===== src/include/cache_macros.svh =====
`ifndef CACHE_MACROS_SVH
`define CACHE_MACROS_SVH

// Cache geometry
`define LINE_BYTES 16
`define NUM_SETS 8
`define NUM_WAYS 2

// Backing line memory, MEM_LINES is a power of two
`define MEM_LINES 64
`define MEM_LATENCY 4
`define MEM_INIT_KEY 32'h5a5a0000

// Derived widths
`define OFFSET_BITS ($clog2(`LINE_BYTES))
`define SET_BITS ($clog2(`NUM_SETS))
`define WAY_BITS ($clog2(`NUM_WAYS))
`define TAG_BITS (32 - `OFFSET_BITS - `SET_BITS)
`define WORD_BITS (`OFFSET_BITS - 2)
`define LINE_BITS (`LINE_BYTES * 8)

`endif


===== src/rtl/cache_pkg.sv =====
`include "cache_macros.svh"

package cache_pkg;

  typedef logic [`WAY_BITS-1:0] way_t;
  typedef logic [`WAY_BITS:0] lru_rank_t;   // 0 is most recent

  typedef enum logic [1:0] {
    MEM_NONE,
    MEM_RD,
    MEM_WR
  } mem_op_t;

  typedef enum logic [1:0] {
    IDLE,
    WRITE_BACK,
    FILL
  } ctrl_state_t;

  typedef enum logic {
    M_IDLE,
    M_BUSY
  } mem_state_t;

  // Word address split into cache fields
  typedef struct packed {
    logic [`TAG_BITS-1:0]  tag;
    logic [`SET_BITS-1:0]  set;
    logic [`WORD_BITS-1:0] word;
    logic [1:0]            byte_sel;  // Always zero for word accesses
  } addr_fields_t;

  typedef struct packed {
    logic [31:0] addr;
    logic        write;
    logic [31:0] wdata;
  } cache_req_t;

  typedef struct packed {
    mem_op_t               op;
    logic [31:0]           line_addr;  // Byte address shifted down by the offset
    logic [`LINE_BITS-1:0] data;
  } mem_req_t;

endpackage


===== src/rtl/cache_controller.sv =====
`timescale 1ns/100ps
`include "cache_macros.svh"

module cache_controller import cache_pkg::*; (
  input  logic                  clk,
  input  logic                  reset,
  input  logic                  is_input_valid,
  input  cache_req_t            req,
  input  logic                  hit,
  input  logic                  victim_dirty,
  input  logic [31:0]           victim_line_addr,
  input  logic [`LINE_BITS-1:0] victim_data,
  input  logic                  mem_done,
  output logic                  is_ready,
  output logic                  is_output_valid,
  output logic                  store_en,
  output logic                  touch_en,
  output logic                  fill_en,
  output mem_req_t              mem_req
);

  ctrl_state_t state;
  logic        issued;  // Memory request of this state already sent
  logic        lookup;

  assign is_ready = (state == IDLE);
  assign lookup = is_ready && is_input_valid;
  assign is_output_valid = lookup && hit;
  assign touch_en = lookup && hit;
  assign store_en = lookup && hit && req.write;
  assign fill_en = (state == FILL) && mem_done;

  always_ff @(posedge clk) begin
    if (reset) begin
      state <= IDLE;
      issued <= 1'b0;
    end else begin
      case (state)
        IDLE: begin
          issued <= 1'b0;
          if (lookup && !hit)
            state <= victim_dirty ? WRITE_BACK : FILL;  // Evict dirty line first
        end
        WRITE_BACK: begin
          issued <= !mem_done;
          if (mem_done)
            state <= FILL;
        end
        FILL: begin
          issued <= !mem_done;
          if (mem_done)
            state <= IDLE;  // Request then completes as a hit
        end
        default: begin
          state <= IDLE;
          issued <= 1'b0;
        end
      endcase
    end
  end

  // One-cycle request pulse in the first cycle of each memory state
  always_comb begin
    mem_req.op = MEM_NONE;
    mem_req.line_addr = req.addr >> `OFFSET_BITS;
    mem_req.data = victim_data;
    if (state == WRITE_BACK && !issued) begin
      mem_req.op = MEM_WR;
      mem_req.line_addr = victim_line_addr;
    end
    if (state == FILL && !issued)
      mem_req.op = MEM_RD;
  end

endmodule


===== config.mk =====
export PLATFORM = sky130hd
export DESIGN_NAME = cache_controller
export DESIGN_NICKNAME = d
export VERILOG_FILES = /design/src/rtl/cache_pkg.sv /design/src/rtl/cache_controller.sv
export VERILOG_INCLUDE_DIRS = /design/src /design/src/include
export SDC_FILE = /design/constraint.sdc
export NUM_CORES = 1
export LEC_CHECK = 0
export BUFFER_PORTS_ARGS = -buffer_cell sky130_fd_sc_hd__buf_2
export CAP_MARGIN = 20
export CORE_AREA = 2 2 154 156
export CTS_BUF_LIST = sky130_fd_sc_hd__clkbuf_2 sky130_fd_sc_hd__clkbuf_4 sky130_fd_sc_hd__clkbuf_8
export DETAILED_ROUTE_END_ITERATION = 10
export DIE_AREA = 0 0 156 158
export PLACE_DENSITY = 0.39
export SKIP_LAST_GASP = 1
export SYNTH_ARGS = -nofsm -noshare
export SYNTH_HDL_FRONTEND = slang
export SYNTH_SLANG_ARGS = --single-unit

===== constraint.sdc =====
create_clock -name clk -period 2.04 [get_ports clk]
set_clock_uncertainty 0.1 [all_clocks]
set_input_delay 0.612 -clock clk [delete_from_list [all_inputs] [get_ports clk]]
set_output_delay 0.612 -clock clk [all_outputs]
set_load 0.1 [all_outputs]

Word level (Yosys, flattened, before mapping)
Index checks and enable logic that the tools add are counted.
{ "word_totals": {"wordCells": 29, "reg_bits": 3, "inputBits": 231, "output_inout_bits": 167} }
{ "op_classes": {"eq_ne": 5, "n_bitwise": 1, "n_mux": 7, "reduce_logical": 14} }
{ "op_table": {"columns": ["operator", "n"], "rows": [
  ["$mux W34", 1],
  ["$mux W2", 5],
  ["$logic_and A1 B1 Y1", 7],
  ["$pmux W2 S3", 1],
  ["$ne A2 B2 Y1 const B", 2],
  ["$reduce_or A2 Y1", 2],
  ["$logic_not A1 Y1", 3],
  ["$reduce_and A3 Y1", 1],
  ["$eq A2 B1 Y1 const B", 1],
  ["$eq A2 B2 Y1 const B", 1],
  ["$logic_not A2 Y1", 1],
  ["$ne A2 B1 Y1 const B", 1],
  ["$not A1 Y1", 1]
]} }

Depth between registers and ports, before layout
{ "logic_depth": {"ltp_word": 5, "depth_mapped": 6, "ltp_nobuf": 5} }

Least setup slack after synthesis
Ideal clock, no wire load.
{ "synth_path": {"path_kind": "flip-flop to output port", "startpoint": "reg state[0]", "endpoint": "out store_en", "required_ns": 1.328, "arrival_ns": 3.045, "setup_slack_ns": -1.717, "n_path_buf": 0, "path_stages_with_launch": 5, "path_cell_list": "dfxtp_1 inv_1 ha_1 and3_1 and2_1"} }
{ "synth_via": {"elab_chain_len": 4} }
{ "synth_lines": {"columns": ["item", "line", "rtl"], "rows": [
  ["start, declared", "cache_controller.sv:22", "ctrl_state_t state;"],
  ["start signal, assigned", "cache_controller.sv:42", "state <= victim_dirty ? WRITE_BACK : FILL;"],
  ["$logic_not A2 Y1", "cache_controller.sv:26", "assign is_ready = (state == IDLE);"],
  ["net is_ready", "cache_controller.sv:14", "output logic is_ready,"],
  ["$logic_and A1 B1 Y1", "cache_controller.sv:27", "assign lookup = is_ready && is_input_valid;"],
  ["$logic_and A1 B1 Y1", null, null],
  ["net is_output_valid", "cache_controller.sv:15", "output logic is_output_valid,"],
  ["$logic_and A1 B1 Y1", "cache_controller.sv:30", "assign store_en = lookup && hit && req.write;"],
  ["end, declared", "cache_controller.sv:16", "output logic store_en,"]
]} }
The timed path passes the listed nets, and every way through them passes these cells.

==> results.md <==
| Metric | Value |
|---|---|
| Outcome | finished with violations |
| Failing checks | negative setup slack |
| Leak | 1.184 nW |
| Initial Utilization | 7.338% |
| Number of nets with antenna violations after detailed routing | 0 |
| Post-synthesis to final-layout area growth | 50.74% |
| Kind of start point of the critical path | flip-flop |
| Number of non-filler instances in the completed layout | 479 |
| Vias in the first global route | 1171 |
| Critical setup path kind | flip-flop to primary output |
| Combinational family with the most area after synthesis | buffers and inverters |
| Number of max-slew violations in the final report | 0 |
| HPWL after detailed placement | 3.774 mm |
| Final weighted congestion in routability-driven placement | 0.5863 |
| Number of register bits inferred by synthesis | 3 |
| Number of clock buffers inserted by TritonCTS | 3 |
| Number of ports placed on the die boundary | 398 |
| Post-synthesis average cell area | 8.720 um2 |
| Share of cells above drive strength 1 | 91.01% |
| Diode insertion count for antenna repair | 0 |
| Clock tree from TritonCTS | yes |
| TritonRoute pass-1 iters | 2 |
| Synth Area in XOR/XNOR | 0% |
| Final layout net count | 424 |
| Fin worst setup slack | -0.2857 ns |
| Port bufs | 105 |
| Worst slew margin relative to its limit | 80.41% |
| Wire length of the first global-routing pass | 6.624 mm |
| Compound-Gate Fraction of Synth Area | 0.9615% |
| Clk Latency, worst-skew pair | 0.22 ns |
| Count of endpoints failing hold in the final timing report | 0 |
| Hold-fix buffers, CTS | 0 |
| Total negative slack for setup checks | -8.093 ns |
| Syn Nets | 428 |
| First-iteration detailed-routing DRC count | 19 |
| Endpoint class of the critical path | primary output |
| Final Critical Period | 2.326 ns |
| Clk sink count | 3 |
| Final number of setup-violating endpoints | 34 |
| Adder-cell share of the synthesized area | 2.219% |
| Grt total ovfl | 0 |
| Worst ir drop on vdd | 0.6928 mV |
| Maximum buffer depth of the clock tree | 2 |
| Mux contribution to synthesized area | 25.37% |
| Highest achievable clock rate | 430.0 MHz |
| Fraction of the core area covered by cells at the end of the flow | 11.06% |
| Number of antenna violations at the first check in global routing | 0 |
| Pwr Density | 1114 nW/um2 |
| GRT Overall Usage | 3.697% |
| Setup repair after global routing missed its margin | true |
| Cell total after placement | 464 |
| Die Width | 156 um |
| Std-Cell Rows | 56 |
| Detailed-route wire length | 5.052 mm |
| Number of levels in the clock H-tree | 1 |
| Fraction of the mapped netlist area in simple logic gates | 5.621% |
| Drt drc | 0 |
| Count of different cell masters after synthesis | 19 |
| Vias | 1098 |
| Worst min-delay path category | primary input to flip-flop |
| Die span in y | 158 um |
| Worst Path Arrival | 1.61 ns |
| Period Utilization, post-route | 114.0% |
| Register clock-pin slew on the reported worst setup and hold paths | 0.03 ns |
| Sequential element share of the synthesized area | 3.550% |
| Full die area | 24650 um2 |
| Crit path required time | 1.33 ns |
| Number of instances in the synthesized netlist | 194 |
| Slew at the pin closest to its max-slew limit | 0.2926 ns |
| Crit Path Max Fanout | 6 |
| Vias per Instance | 2.292 |
| Yosys warning total | 0 |
| Power consumption | 2.842 mW |
| Total core area | 23050 um2 |
| CTS root buf | clkbuf_8 |
| Pin count of the biggest net entering global routing | 7 |
| Netlist area before placement | 1692 um2 |
| Average wire per cell in the routed design | 10.55 um |
| # Max-Cap Violations | 0 |
report_power, final:
| part | switching [mW] | leakage, nW | internal (mW) |
|---|---|---|---|
| Sequential | 0.0111 | 0.0253 | 0.0759 |
| Clock | 0.0449 | 0.0262 | 0.147 |
| Combinational | 1.49 | 1.13 | 1.07 |
| Total | 1.55 | 1.18 | 1.29 |
layout by cell type, fill, tap and decap left out:
cell type	instances
mux2_4	28
o21bai_1	1
buf_16	2
and2_4	1
dfxtp_2	2
inv_1	4
nor2b_1	1
mux2i_1	2
nor3b_1	1
dfxtp_1	1
buf_6	3
nand3b_1	1
inv_6	1
nor2_4	5
buf_2	66
buf_4	9
inv_2	1
clkbuf_4	1
nor2_1	1
a2bb2oi_1	1
nand2b_4	1
and3_4	1
and2_2	1
and2b_1	1
nand2b_1	3
buf_12	44
ha_4	3
clkbuf_8	3
registers in the layout, indices dropped and copies added, names as in the netlist:
name    flops
issued      1
state       2
cell families after synthesis:
kind of cell	Yosys count
and+or+nand+nor	17
muxes	30
DFF	3
adders and majority gates	3
buffers and inverters	139
AOI/OAI and AO/OA	2
cell type report:
| type | count | area [um2] |
|---|---|---|
| multi-input combinational | 52 | 680.7 |
| inverter | 6 | 27.53 |
| clock buffer | 4 | 48.80 |
| tap | 290 | 362.8 |
| sequential | 3 | 62.56 |
| fill | 2582 | 20500 |
| timing repair buffer | 124 | 1368 |
routing by layer:
metal	global-route usage [%]	vias up	routed length [um]	share of wire (%)
met4	1.485	0	95	1.9
met2	7.016	129	2548	50
met1	3.516	482	1804	36
li1	-	473	-	-
met3	1.560	14	602	12
met5	0	-	0	0
per-stage QoR:
| step | hold WS, ns | instance area, um2 | setup WS, ns |
|---|---|---|---|
| 6_report | 0.5026 | 2550 | -0.2857 |
| 5_1_grt | 0.5062 | 2550 | -0.3430 |
| 4_1_cts | 0.5032 | 2485 | -0.3216 |
| 3_5_place_dp | 0.5103 | 1981 | -0.1996 |
| 3_3_place_gp | 0.5025 | 1981 | -0.1853 |
| 2_1_floorplan | 0.3636 | 1772 | -0.2496 |
synthesized netlist by cell type, drive strengths merged:
| library cell | n | area share (%) |
|---|---|---|
| buf | 133 | 61 |
| mux2 | 28 | 24 |
| inv | 6 | 1.3 |
| nor2 | 6 | 1.3 |
| nand2b | 4 | 1.5 |
| dfxtp | 3 | 3.6 |
| ha | 3 | 2.2 |
| and2 | 2 | 0.74 |
| mux2i | 2 | 1.2 |
| a2bb2oi | 1 | 0.52 |
| and2b | 1 | 0.44 |
| and3 | 1 | 0.37 |
| nand3b | 1 | 0.44 |
| nor2b | 1 | 0.37 |
| nor3b | 1 | 0.44 |
| o21bai | 1 | 0.44 |
path summary, 6_finish.rpt:
path              cells after the start     start  slack (ns)            to
setup / recovery                      7  state[1]       -0.29  mem_req[128]
hold / removal                        2  mem_done        0.50        issued
setup reg to reg                      7  state[1]        0.48      state[1]
hold reg to reg                       3  state[1]        0.52      state[1]
worst max-delay path, cell delays in order, from the launching register on:
cell and delay (ns):
dfxtp_2 0.32, inv_2 0.04, ha_4 0.16, nand2b_4 0.09, buf_12 0.13, buf_16 0.13, mux2_4 0.33, buf_12 0.17
what timing repair did:
action                                 CTS  global route
pin swaps                                3             2
resized for setup                       81            25
setup endpoints to repair               37            36
setup buffers                            8             3
cloned                                   3             0
endpoints found under the hold margin    0             0
Power figures use the tool's default switching activity.
