--- src/include/cache_macros.svh ---
`ifndef CACHE_MACROS_SVH
`define CACHE_MACROS_SVH

// Cache geometry
`define LINE_BYTES 16
`define NUM_SETS 8
`define NUM_WAYS 2

// Backing line memory, MEM_LINES is a power of two
`define MEM_LINES 64
`define MEM_LATENCY 4
`define MEM_INIT_KEY 32'h5a5a0000

// Derived widths
`define OFFSET_BITS ($clog2(`LINE_BYTES))
`define SET_BITS ($clog2(`NUM_SETS))
`define WAY_BITS ($clog2(`NUM_WAYS))
`define TAG_BITS (32 - `OFFSET_BITS - `SET_BITS)
`define WORD_BITS (`OFFSET_BITS - 2)
`define LINE_BITS (`LINE_BYTES * 8)

`endif

--- src/rtl/cache_pkg.sv ---
`include "cache_macros.svh"

package cache_pkg;

  typedef logic [`WAY_BITS-1:0] way_t;
  typedef logic [`WAY_BITS:0] lru_rank_t;   // 0 is most recent

  typedef enum logic [1:0] {
    MEM_NONE,
    MEM_RD,
    MEM_WR
  } mem_op_t;

  typedef enum logic [1:0] {
    IDLE,
    WRITE_BACK,
    FILL
  } ctrl_state_t;

  typedef enum logic {
    M_IDLE,
    M_BUSY
  } mem_state_t;

  // Word address split into cache fields
  typedef struct packed {
    logic [`TAG_BITS-1:0]  tag;
    logic [`SET_BITS-1:0]  set;
    logic [`WORD_BITS-1:0] word;
    logic [1:0]            byte_sel;  // Always zero for word accesses
  } addr_fields_t;

  typedef struct packed {
    logic [31:0] addr;
    logic        write;
    logic [31:0] wdata;
  } cache_req_t;

  typedef struct packed {
    mem_op_t               op;
    logic [31:0]           line_addr;  // Byte address shifted down by the offset
    logic [`LINE_BITS-1:0] data;
  } mem_req_t;

endpackage

--- src/rtl/way_select.sv ---
`timescale 1ns/100ps
`include "cache_macros.svh"

module way_select import cache_pkg::*; (
  input  logic [`NUM_WAYS-1:0]                set_valid,
  input  logic [`NUM_WAYS-1:0][`TAG_BITS-1:0] set_tag,
  input  lru_rank_t [`NUM_WAYS-1:0]           set_rank,
  input  logic [`TAG_BITS-1:0]                tag,
  output logic                                hit,
  output way_t                                hit_way,
  output way_t                                victim_way
);

  logic any_invalid;

  assign any_invalid = ~&set_valid;

  // Tag compare over valid ways
  always_comb begin
    hit = 1'b0;
    hit_way = '0;
    for (int w = 0; w < `NUM_WAYS; w++) begin
      if (set_valid[w] && set_tag[w] == tag) begin
        hit = 1'b1;
        hit_way = way_t'(w);
      end
    end
  end

  // Cold miss takes the lowest invalid way, otherwise the LRU way
  always_comb begin
    victim_way = '0;
    if (any_invalid) begin
      for (int w = `NUM_WAYS - 1; w >= 0; w--) begin
        if (!set_valid[w])
          victim_way = way_t'(w);  // Lowest index wins
      end
    end else begin
      for (int w = 0; w < `NUM_WAYS; w++) begin
        if (set_rank[w] == lru_rank_t'(`NUM_WAYS - 1))
          victim_way = way_t'(w);
      end
    end
  end

endmodule

--- src/rtl/cache_store.sv ---
`timescale 1ns/100ps
`include "cache_macros.svh"

module cache_store import cache_pkg::*; (
  input  logic                  clk,
  input  logic                  reset,
  input  cache_req_t            req,
  input  logic                  store_en,
  input  logic                  touch_en,
  input  logic                  fill_en,
  input  logic [`LINE_BITS-1:0] fill_data,
  output logic                  hit,
  output logic                  victim_dirty,
  output logic [31:0]           victim_line_addr,
  output logic [`LINE_BITS-1:0] victim_data,
  output logic [31:0]           dout
);

  addr_fields_t f;
  way_t         hit_way;
  way_t         victim_way;
  way_t         upd_way;  // Way made most recent this cycle

  logic [`NUM_WAYS-1:0]                  valid_q [`NUM_SETS];
  logic [`NUM_WAYS-1:0]                  dirty_q [`NUM_SETS];
  lru_rank_t [`NUM_WAYS-1:0]             rank_q  [`NUM_SETS];
  logic [`NUM_WAYS-1:0][`TAG_BITS-1:0]   tag_q   [`NUM_SETS];
  logic [`NUM_WAYS-1:0][`LINE_BITS-1:0]  data_q  [`NUM_SETS];

  assign f = addr_fields_t'(req.addr);

  way_select u_way_select (
    .set_valid  (valid_q[f.set]),
    .set_tag    (tag_q[f.set]),
    .set_rank   (rank_q[f.set]),
    .tag        (f.tag),
    .hit        (hit),
    .hit_way    (hit_way),
    .victim_way (victim_way)
  );

  assign upd_way = fill_en ? victim_way : hit_way;

  assign dout = data_q[f.set][hit_way][f.word*32 +: 32];
  assign victim_dirty = dirty_q[f.set][victim_way];
  assign victim_line_addr = {{`OFFSET_BITS{1'b0}}, tag_q[f.set][victim_way], f.set};
  assign victim_data = data_q[f.set][victim_way];

  // Control state: valid, dirty and LRU ranks
  always_ff @(posedge clk) begin
    if (reset) begin
      for (int s = 0; s < `NUM_SETS; s++) begin
        valid_q[s] <= '0;
        dirty_q[s] <= '0;
        for (int w = 0; w < `NUM_WAYS; w++)
          rank_q[s][w] <= lru_rank_t'(`NUM_WAYS - 1);  // All start oldest
      end
    end else begin
      if (touch_en || fill_en) begin
        // Ways younger than the touched one age by one
        for (int w = 0; w < `NUM_WAYS; w++) begin
          if (rank_q[f.set][w] < rank_q[f.set][upd_way])
            rank_q[f.set][w] <= rank_q[f.set][w] + 1'b1;
        end
        rank_q[f.set][upd_way] <= '0;
      end
      if (store_en)
        dirty_q[f.set][hit_way] <= 1'b1;
      if (fill_en) begin
        valid_q[f.set][victim_way] <= 1'b1;
        dirty_q[f.set][victim_way] <= 1'b0;  // Fresh copy of memory
      end
    end
  end

  // Tag and data payload
  always_ff @(posedge clk) begin
    if (store_en)
      data_q[f.set][hit_way][f.word*32 +: 32] <= req.wdata;
    if (fill_en) begin
      tag_q[f.set][victim_way] <= f.tag;
      data_q[f.set][victim_way] <= fill_data;
    end
  end

endmodule

--- config.mk ---
export PLATFORM = sky130hd
export DESIGN_NAME = cache_store
export DESIGN_NICKNAME = d
export VERILOG_FILES = /design/src/rtl/cache_pkg.sv /design/src/rtl/way_select.sv /design/src/rtl/cache_store.sv
export VERILOG_INCLUDE_DIRS = /design/src /design/src/include
export SDC_FILE = /design/constraint.sdc
export NUM_CORES = 2
export LEC_CHECK = 0
export BUFFER_PORTS_ARGS = -buffer_cell sky130_fd_sc_hd__buf_4
export CORE_ASPECT_RATIO = 1.25
export CORE_MARGIN = 5
export CORE_UTILIZATION = 48
export DETAILED_ROUTE_END_ITERATION = 16
export PLACE_DENSITY = 0.69
export SLEW_MARGIN = 20
export SYNTH_ARGS = -nofsm -noshare
export SYNTH_HDL_FRONTEND = slang
export SYNTH_SLANG_ARGS = --single-unit
--- constraint.sdc ---
create_clock -name clk -period 5.98 [get_ports clk]
set_input_delay 1.196 -clock clk [delete_from_list [all_inputs] [get_ports clk]]
set_output_delay 1.196 -clock clk [all_outputs]
set_load 0.05 [all_outputs]
## Yosys cells after proc, flatten, opt, wreduce, memory -nomap -nowiden

Memory sizes are Yosys's and may differ from the RTL's.
Index checks and enable logic that the tools add are counted.

- Bits in writable memories: 2512
- Input bits: 198
- Memories kept: 5
- Register bits: 0

- $lt $le $gt $ge: 8
- Add/sub/neg operators: 3
- Shifts and indexed selects: 3
- Equal/unequal tests: 3
- Reduce and logical (&&, ||, !) cells: 10
- Bitwise gates (word level): 262
- Multiplexer cells: 323

Memories:

| name | depth | width | rd ports | clocked after Yosys merged registers in | wr ports | RTL line | RTL |
|---|---|---|---|---|---|---|---|
| data_q | 8 | 256 | 1 | 0 | 1 | cache_store.sv:28 | `` logic [`NUM_WAYS-1:0][`LINE_BITS-1:0] data_q [`NUM_SETS]; `` |
| tag_q | 8 | 50 | 1 | 0 | 1 | cache_store.sv:27 | `` logic [`NUM_WAYS-1:0][`TAG_BITS-1:0] tag_q [`NUM_SETS]; `` |
| rank_q | 8 | 4 | 1 | 0 | 8 | cache_store.sv:26 | `` lru_rank_t [`NUM_WAYS-1:0] rank_q [`NUM_SETS]; `` |
| dirty_q | 8 | 2 | 1 | 0 | 8 | cache_store.sv:25 | `` logic [`NUM_WAYS-1:0] dirty_q [`NUM_SETS]; `` |
| valid_q | 8 | 2 | 1 | 0 | 8 | cache_store.sv:24 | `` logic [`NUM_WAYS-1:0] valid_q [`NUM_SETS]; `` |

Operators by type and width:

| kind | count |
|---|---|
| $mux 128 | 6 |
| $mux 256 | 2 |
| $mux 1 | 290 |
| $or 1x1->1 | 262 |
| $demux 128 s1 | 2 |
| $shift 32x34->128 const A | 1 |
| $shiftx 128x8->32 | 1 |
| $shiftx 32x34->128 | 1 |
| $mux 25 | 3 |
| $eq 25x25->1 | 2 |
| $mux 50 | 1 |
| $neg 7->34 | 1 |
| $demux 25 s1 | 1 |
| $mux 2 | 9 |
| $mux 4 | 3 |
| $mux 3 | 3 |
| $lt 1x2->1 const B | 3 |
| $logic_and 1x1->1 | 5 |
| $add 2x1->2 const B | 2 |
| $lt 2x2->1 | 2 |
| $reduce_or 2->1 | 2 |
| $reduce_or 4->1 | 1 |
| $ge 1x1->1 const B | 3 |
| $demux 1 s1 | 2 |
| other kinds (4) | 4 |

## Longest topological paths before layout

An unclocked memory read counts as a cell.

- Depth after elaboration: 15
- Gate-level depth with buffers: 20
- Gate-level depth less buffers: 10

## Hierarchy

From an unflattened synthesis, not the netlist that was laid out.

- Cell total of the unflattened synthesis: 6205
- Area total of the unflattened synthesis: 102752.3 um^2

Modules (own cells, without submodules):

| module | seq. area each (um^2) | area each (um^2) | instances | cells each |
|---|---|---|---|---|
| cache_store | 75272.2 | 102173.0 | 1 | 6133 |
| way_select | 0.0 | 579.3 | 1 | 72 |

## Least setup slack after synthesis

No wires, ideal clock.

- Path type: in2out
- Start point: in req[39] (netlist bit)
- End point: out hit
- Stages: 16
- Arrival time: 5340 ps
- Data required time: 4784 ps
- Slack: -556 ps
- Cell sequence: buf_6 -> buf_6 -> buf_6 -> buf_4 -> buf_4 -> buf_2 -> and3b_1 -> buf_2 -> clkbuf_1 -> clkbuf_1 -> a22oi_1 -> o21ai_0 -> xor2_1 -> nor4_1 -> nand3_1 -> o41ai_1

- Word-level cells in the longest chain between the ends: 5
- Elaborated cells between the ends (all ways): 8

RTL lines:

| what | RTL line | RTL |
|---|---|---|
| start: declaration | cache_store.sv:7 | `input cache_req_t req,` |
| $mem_v2 8x50 | -- |  |
| $eq 25x25->1 | way_select.sv:23 | `if (set_valid[w] && set_tag[w] == tag) begin` |
| $logic_and 1x1->1 | way_select.sv:23 |  |
| $mux 1 | way_select.sv:23 |  |
| $mux 1 * | way_select.sv:23 |  |
| end: declaration | cache_store.sv:12 | `output logic hit,` |

Every way passes the cells marked *; elsewhere a longest branch is shown, timed or not.

## Final worst setup path

- Start point: in req[37] (netlist bit)
- End point: out dout[27]

- Word-level cells in the longest chain between the ends: 7
- Elaborated cells between the ends (all ways): 9

RTL lines:

| what | RTL line | RTL |
|---|---|---|
| $mem_v2 8x50 | -- |  |
| $eq 25x25->1 | way_select.sv:23 |  |
| $logic_and 1x1->1 | way_select.sv:23 |  |
| $mux 1 | way_select.sv:23 |  |
| $mux 128 (implied by the code) * (2 in series) | cache_store.sv:44 | `assign dout = data_q[f.set][hit_way][f.word*32 +: 32];` |
| $shiftx 128x8->32 * | cache_store.sv:44 |  |
| end: declaration | cache_store.sv:16 | `output logic [31:0] dout` |

Every way passes the cells marked *; elsewhere a longest branch is shown, timed or not. The select of a mux whose other input is x is not followed.

==> qor.json <==
{
  "outcome": {
    "outcome": "finished, violations left",
    "violations_in_the_final_reports": "setup timing"
  },
  "setup_path": {
    "crit_path_start_kind": "input pin",
    "worst-endpoint-arrival_ns": 4.84,
    "worstSetupPathType": "in2out",
    "cp_max_fo": 42,
    "worstPathRequired_ns": 4.78,
    "cp-end-kind": "output port"
  },
  "sta": {
    "finalSetupViolations": 1,
    "maxSlewViolCount": 0,
    "post-route-worst-setup-slack_ns": -0.0542,
    "final_period_minus_worst_setup_slack_ns": 6.03,
    "timing_hold_violations_final": 0,
    "timing.max_slew.rel_slack": 0.212,
    "timing.fmax_ghz": 0.166,
    "worst_slew_pin_slew_ns": 1.17,
    "skew_ns": 0.0382,
    "finalCritPeriodShare": 1.01,
    "fin_hold_ws_ns": 0.471
  },
  "cells_and_area": {
    "finalNetCount": 7671,
    "drive_gt1_frac": 0.260,
    "cell_area_after_layout_um2": 122000,
    "areaGrowthSynthToFinish_pct": 22.0
  },
  "power": {
    "power_mw": 39.2,
    "vdd.ir_drop.worst_mv": 0.346,
    "power-per-cell-area_nw_per_um2": 322,
    "leakage_nw": 40.2
  },
  "drt": {
    "avgViaCountPerCell": 6.66,
    "detail-route-antenna-nets": 0,
    "route.vias.total": 69400,
    "finalWirelength_um": 374000,
    "first_iter_violations": 10300,
    "routed_wire_length_per_instance_um": 35.9,
    "detail_route.first_pass.iterations": 9,
    "drt_drc_violations_left": 0
  },
  "floorplan": {
    "pin_count": 392,
    "placementRows": 187,
    "die-area_um2": 217000,
    "die_w_um": 418,
    "core_area_um2": 207000,
    "die_height_um": 520,
    "starting_utilization_of_the_core_area": 0.482
  },
  "cts": {
    "max-clock-path-buffers": 3,
    "clk_transition_reported_paths_ns": 0.06,
    "cts_made_buffers": 235,
    "number_of_sinks_handled_by_clock_tree_synthesis": 2512,
    "source_to_sink_clock_delay_at_the_later_pin_of_the_worst_skew_pair_ns": 0.90,
    "h-tree-depth": 4,
    "cts_tree": "built",
    "cts.root.buffer_cell": "sky130_fd_sc_hd__clkbuf_16"
  },
  "global_routing": {
    "grt_remaining_overflow": 0,
    "grt_max_degree": 75,
    "global_route.usage.met3": 0.0924,
    "grt_use_met2": 0.519,
    "grt_util_all_layers": 0.335,
    "first_global_vias": 65900,
    "grt_antenna_before_repair": 18,
    "use_met1": 0.403,
    "grt.busiest_layer": "met2",
    "grt_first_pass_wirelength_um": 511000
  },
  "synth": {
    "ys_seq_area_frac": 0.754,
    "avgSynthCellArea_um2": 15.5,
    "postSynth.asyncResetShare": 0,
    "synthesis.yosys.warnings": 0,
    "post-synth-top-area-fraction": 0.750,
    "synth_top_area_cell": "sky130_fd_sc_hd__edfxtp_1",
    "synth_common_cells": "sky130_fd_sc_hd__edfxtp_1 (2496), sky130_fd_sc_hd__a22oi_1 (805), sky130_fd_sc_hd__nand2_1 (535)",
    "synth_edf_count": 2496,
    "yosys.cell_count.top_type": "sky130_fd_sc_hd__edfxtp_1",
    "netlist-cell-type-count": 76,
    "netlist_instances": 6425,
    "synth.top_cells.by_area": "sky130_fd_sc_hd__edfxtp_1 (75%), sky130_fd_sc_hd__a22oi_1 (6.1%), sky130_fd_sc_hd__nand2_1 (2.0%), sky130_fd_sc_hd__mux2i_1 (1.9%), sky130_fd_sc_hd__o21ai_0 (1.7%)",
    "synthesis.area_um2": 99900,
    "dominantRegCellSynth": "sky130_fd_sc_hd__edfxtp_1",
    "ys_seq_elements": 2512
  },
  "place": {
    "io_buffers": 384,
    "hpwlAfterDp_um": 247000,
    "gp_routability_congestion": 0.953,
    "detailed_place.area_um2": 114000
  },
  "flow_run": {
    "maxCapViolations": 0
  },
  "min_path": {
    "timing.hold.worst.class": "reg2reg"
  }
}
area by class of cell:
cell class	count	area (µm²)
fill	15400	85400
sequential	2512	75300
multi-input combinational	3441	23800
timing repair buffer	1267	11900
clock buffer	284	6090
tap	2740	3430
clock inverter	151	1380
inverter	10	41.3
antenna	12	30.0
worst max-delay path, stage by stage:
cell and delay [ns]:
sky130_fd_sc_hd__buf_6 0.14, sky130_fd_sc_hd__buf_6 0.15, sky130_fd_sc_hd__buf_12 0.15, sky130_fd_sc_hd__buf_4 0.18, sky130_fd_sc_hd__buf_4 0.15, sky130_fd_sc_hd__nor3_4 0.30, sky130_fd_sc_hd__buf_12 0.25, sky130_fd_sc_hd__buf_12 0.35
sky130_fd_sc_hd__buf_4 0.29, sky130_fd_sc_hd__a22oi_1 0.11, sky130_fd_sc_hd__and4_1 0.28, sky130_fd_sc_hd__mux4_2 0.48, sky130_fd_sc_hd__a21oi_1 0.25, sky130_fd_sc_hd__buf_4 0.23, sky130_fd_sc_hd__buf_4 0.22
worst paths after layout:
check | from | end | slack, ns | cells after the start
worst max-delay path | req[37] | dout[27] | -0.05 | 15
worst min-delay path | valid_q[6][0]$_DFF_P_ | valid_q[6][0]$_DFF_P_ | 0.47 | 2
worst max register to register | tag_q[0][37]$_DFFE_PP_ | data_q[1][108]$_DFFE_PP_ | 1.74 | 14
worst min register to register | valid_q[6][0]$_DFF_P_ | valid_q[6][0]$_DFF_P_ | 0.47 | 2
cells in the final DEF, fill, tap and decap left out, types with 12 or more instances in the layout:
master,synthesis,layout
sky130_fd_sc_hd__edfxtp_1,2496,2496
sky130_fd_sc_hd__buf_4,17,1066
sky130_fd_sc_hd__a22oi_1,805,801
sky130_fd_sc_hd__nand2_1,535,531
sky130_fd_sc_hd__nor2_1,438,351
sky130_fd_sc_hd__o21ai_0,337,332
sky130_fd_sc_hd__clkbuf_16,0,239
sky130_fd_sc_hd__mux2i_1,193,183
sky130_fd_sc_hd__buf_12,1,175
sky130_fd_sc_hd__a21oi_1,240,172
sky130_fd_sc_hd__nand4_1,108,108
sky130_fd_sc_hd__mux2_2,98,97
sky130_fd_sc_hd__a221oi_1,94,94
sky130_fd_sc_hd__and4_1,74,73
sky130_fd_sc_hd__nor2_4,0,69
sky130_fd_sc_hd__a21oi_2,0,68
sky130_fd_sc_hd__mux4_2,58,58
sky130_fd_sc_hd__clkinv_1,1,53
sky130_fd_sc_hd__clkinv_2,0,49
sky130_fd_sc_hd__clkbuf_1,290,48
sky130_fd_sc_hd__a22o_1,46,46
sky130_fd_sc_hd__nand3_1,38,38
sky130_fd_sc_hd__nor4_1,25,25
sky130_fd_sc_hd__nor3_1,28,24
sky130_fd_sc_hd__and2_1,23,21
sky130_fd_sc_hd__bufinv_16,0,21
sky130_fd_sc_hd__nand2b_1,20,20
sky130_fd_sc_hd__xor2_1,20,18
sky130_fd_sc_hd__and3_1,19,18
sky130_fd_sc_hd__nor2_2,0,18
sky130_fd_sc_hd__o21bai_1,17,17
sky130_fd_sc_hd__buf_6,10,17
sky130_fd_sc_hd__dfxtp_1,16,16
sky130_fd_sc_hd__o221ai_1,14,14
sky130_fd_sc_hd__xnor2_1,16,14
sky130_fd_sc_hd__o22ai_1,20,13
sky130_fd_sc_hd__o21a_1,14,13
sky130_fd_sc_hd__clkinvlp_4,0,13
sky130_fd_sc_hd__diode_2,0,12
sky130_fd_sc_hd__o211ai_1,12,12
repair_timing:
item | CTS | global route
gates resized for setup | 19 | 48
cloned | 1 | 3
setup endpoints to repair | 26 | 40
pin swaps | 9 | 9
hold buffers | 0 | 0
buffers inserted | 17 | 4
logic make-up after synthesis:
| family | count (synthesis) | synth area share |
|---|---|---|
| adder cells (fa/ha/maj) | 6 | 0.000752 |
| multiplexers | 353 | 0.0442 |
| AO/OA/AOI/OAI | 1677 | 0.114 |
| AND/OR/NAND/NOR | 1364 | 0.0631 |
| other | 1 | 0.0000375 |
| XOR/XNOR | 36 | 0.00316 |
| buffers and inverters | 476 | 0.0206 |
| flip-flops | 2512 | 0.754 |
report_power, final:
part / internal (mW) / switching, mW / total (mW)
registers: 19.7 / 0.0592 / 19.8
clock network: 8.14 / 6.55 / 14.7
logic: 1.49 / 3.25 / 4.74
total: 29.3 / 9.86 / 39.2
registers in the layout (all words and copies together), names as in the netlist:
signal and cells:
data_q 2048, tag_q 400, dirty_q 16, rank_q 32, valid_q 16
metrics by stage:
| step | setup WS (ns) | instances | TNS [ns] | utilization |
|---|---|---|---|---|
| after floorplan | -0.0875 | 6428 | -22.41 | - |
| after global placement | -0.327 | 9945 | -53.41 | 0.549 |
| after detailed placement | -0.329 | 9946 | -4.75 | 0.549 |
| after CTS | 0.000470 | 10400 | 0 | 0.586 |
| after global routing | -0.0166 | 10400 | -0.0390 | 0.588 |
| final | -0.0542 | 10400 | -0.0542 | 0.588 |
per-layer routing:
layer	part of all wire	vias up
li1	-	27800
met1	0.32	34600
met2	0.45	5723
met3	0.13	1338
met4	0.094	10
met5	0.00016	-
Note: power is estimated with default switching activity, not from simulation.
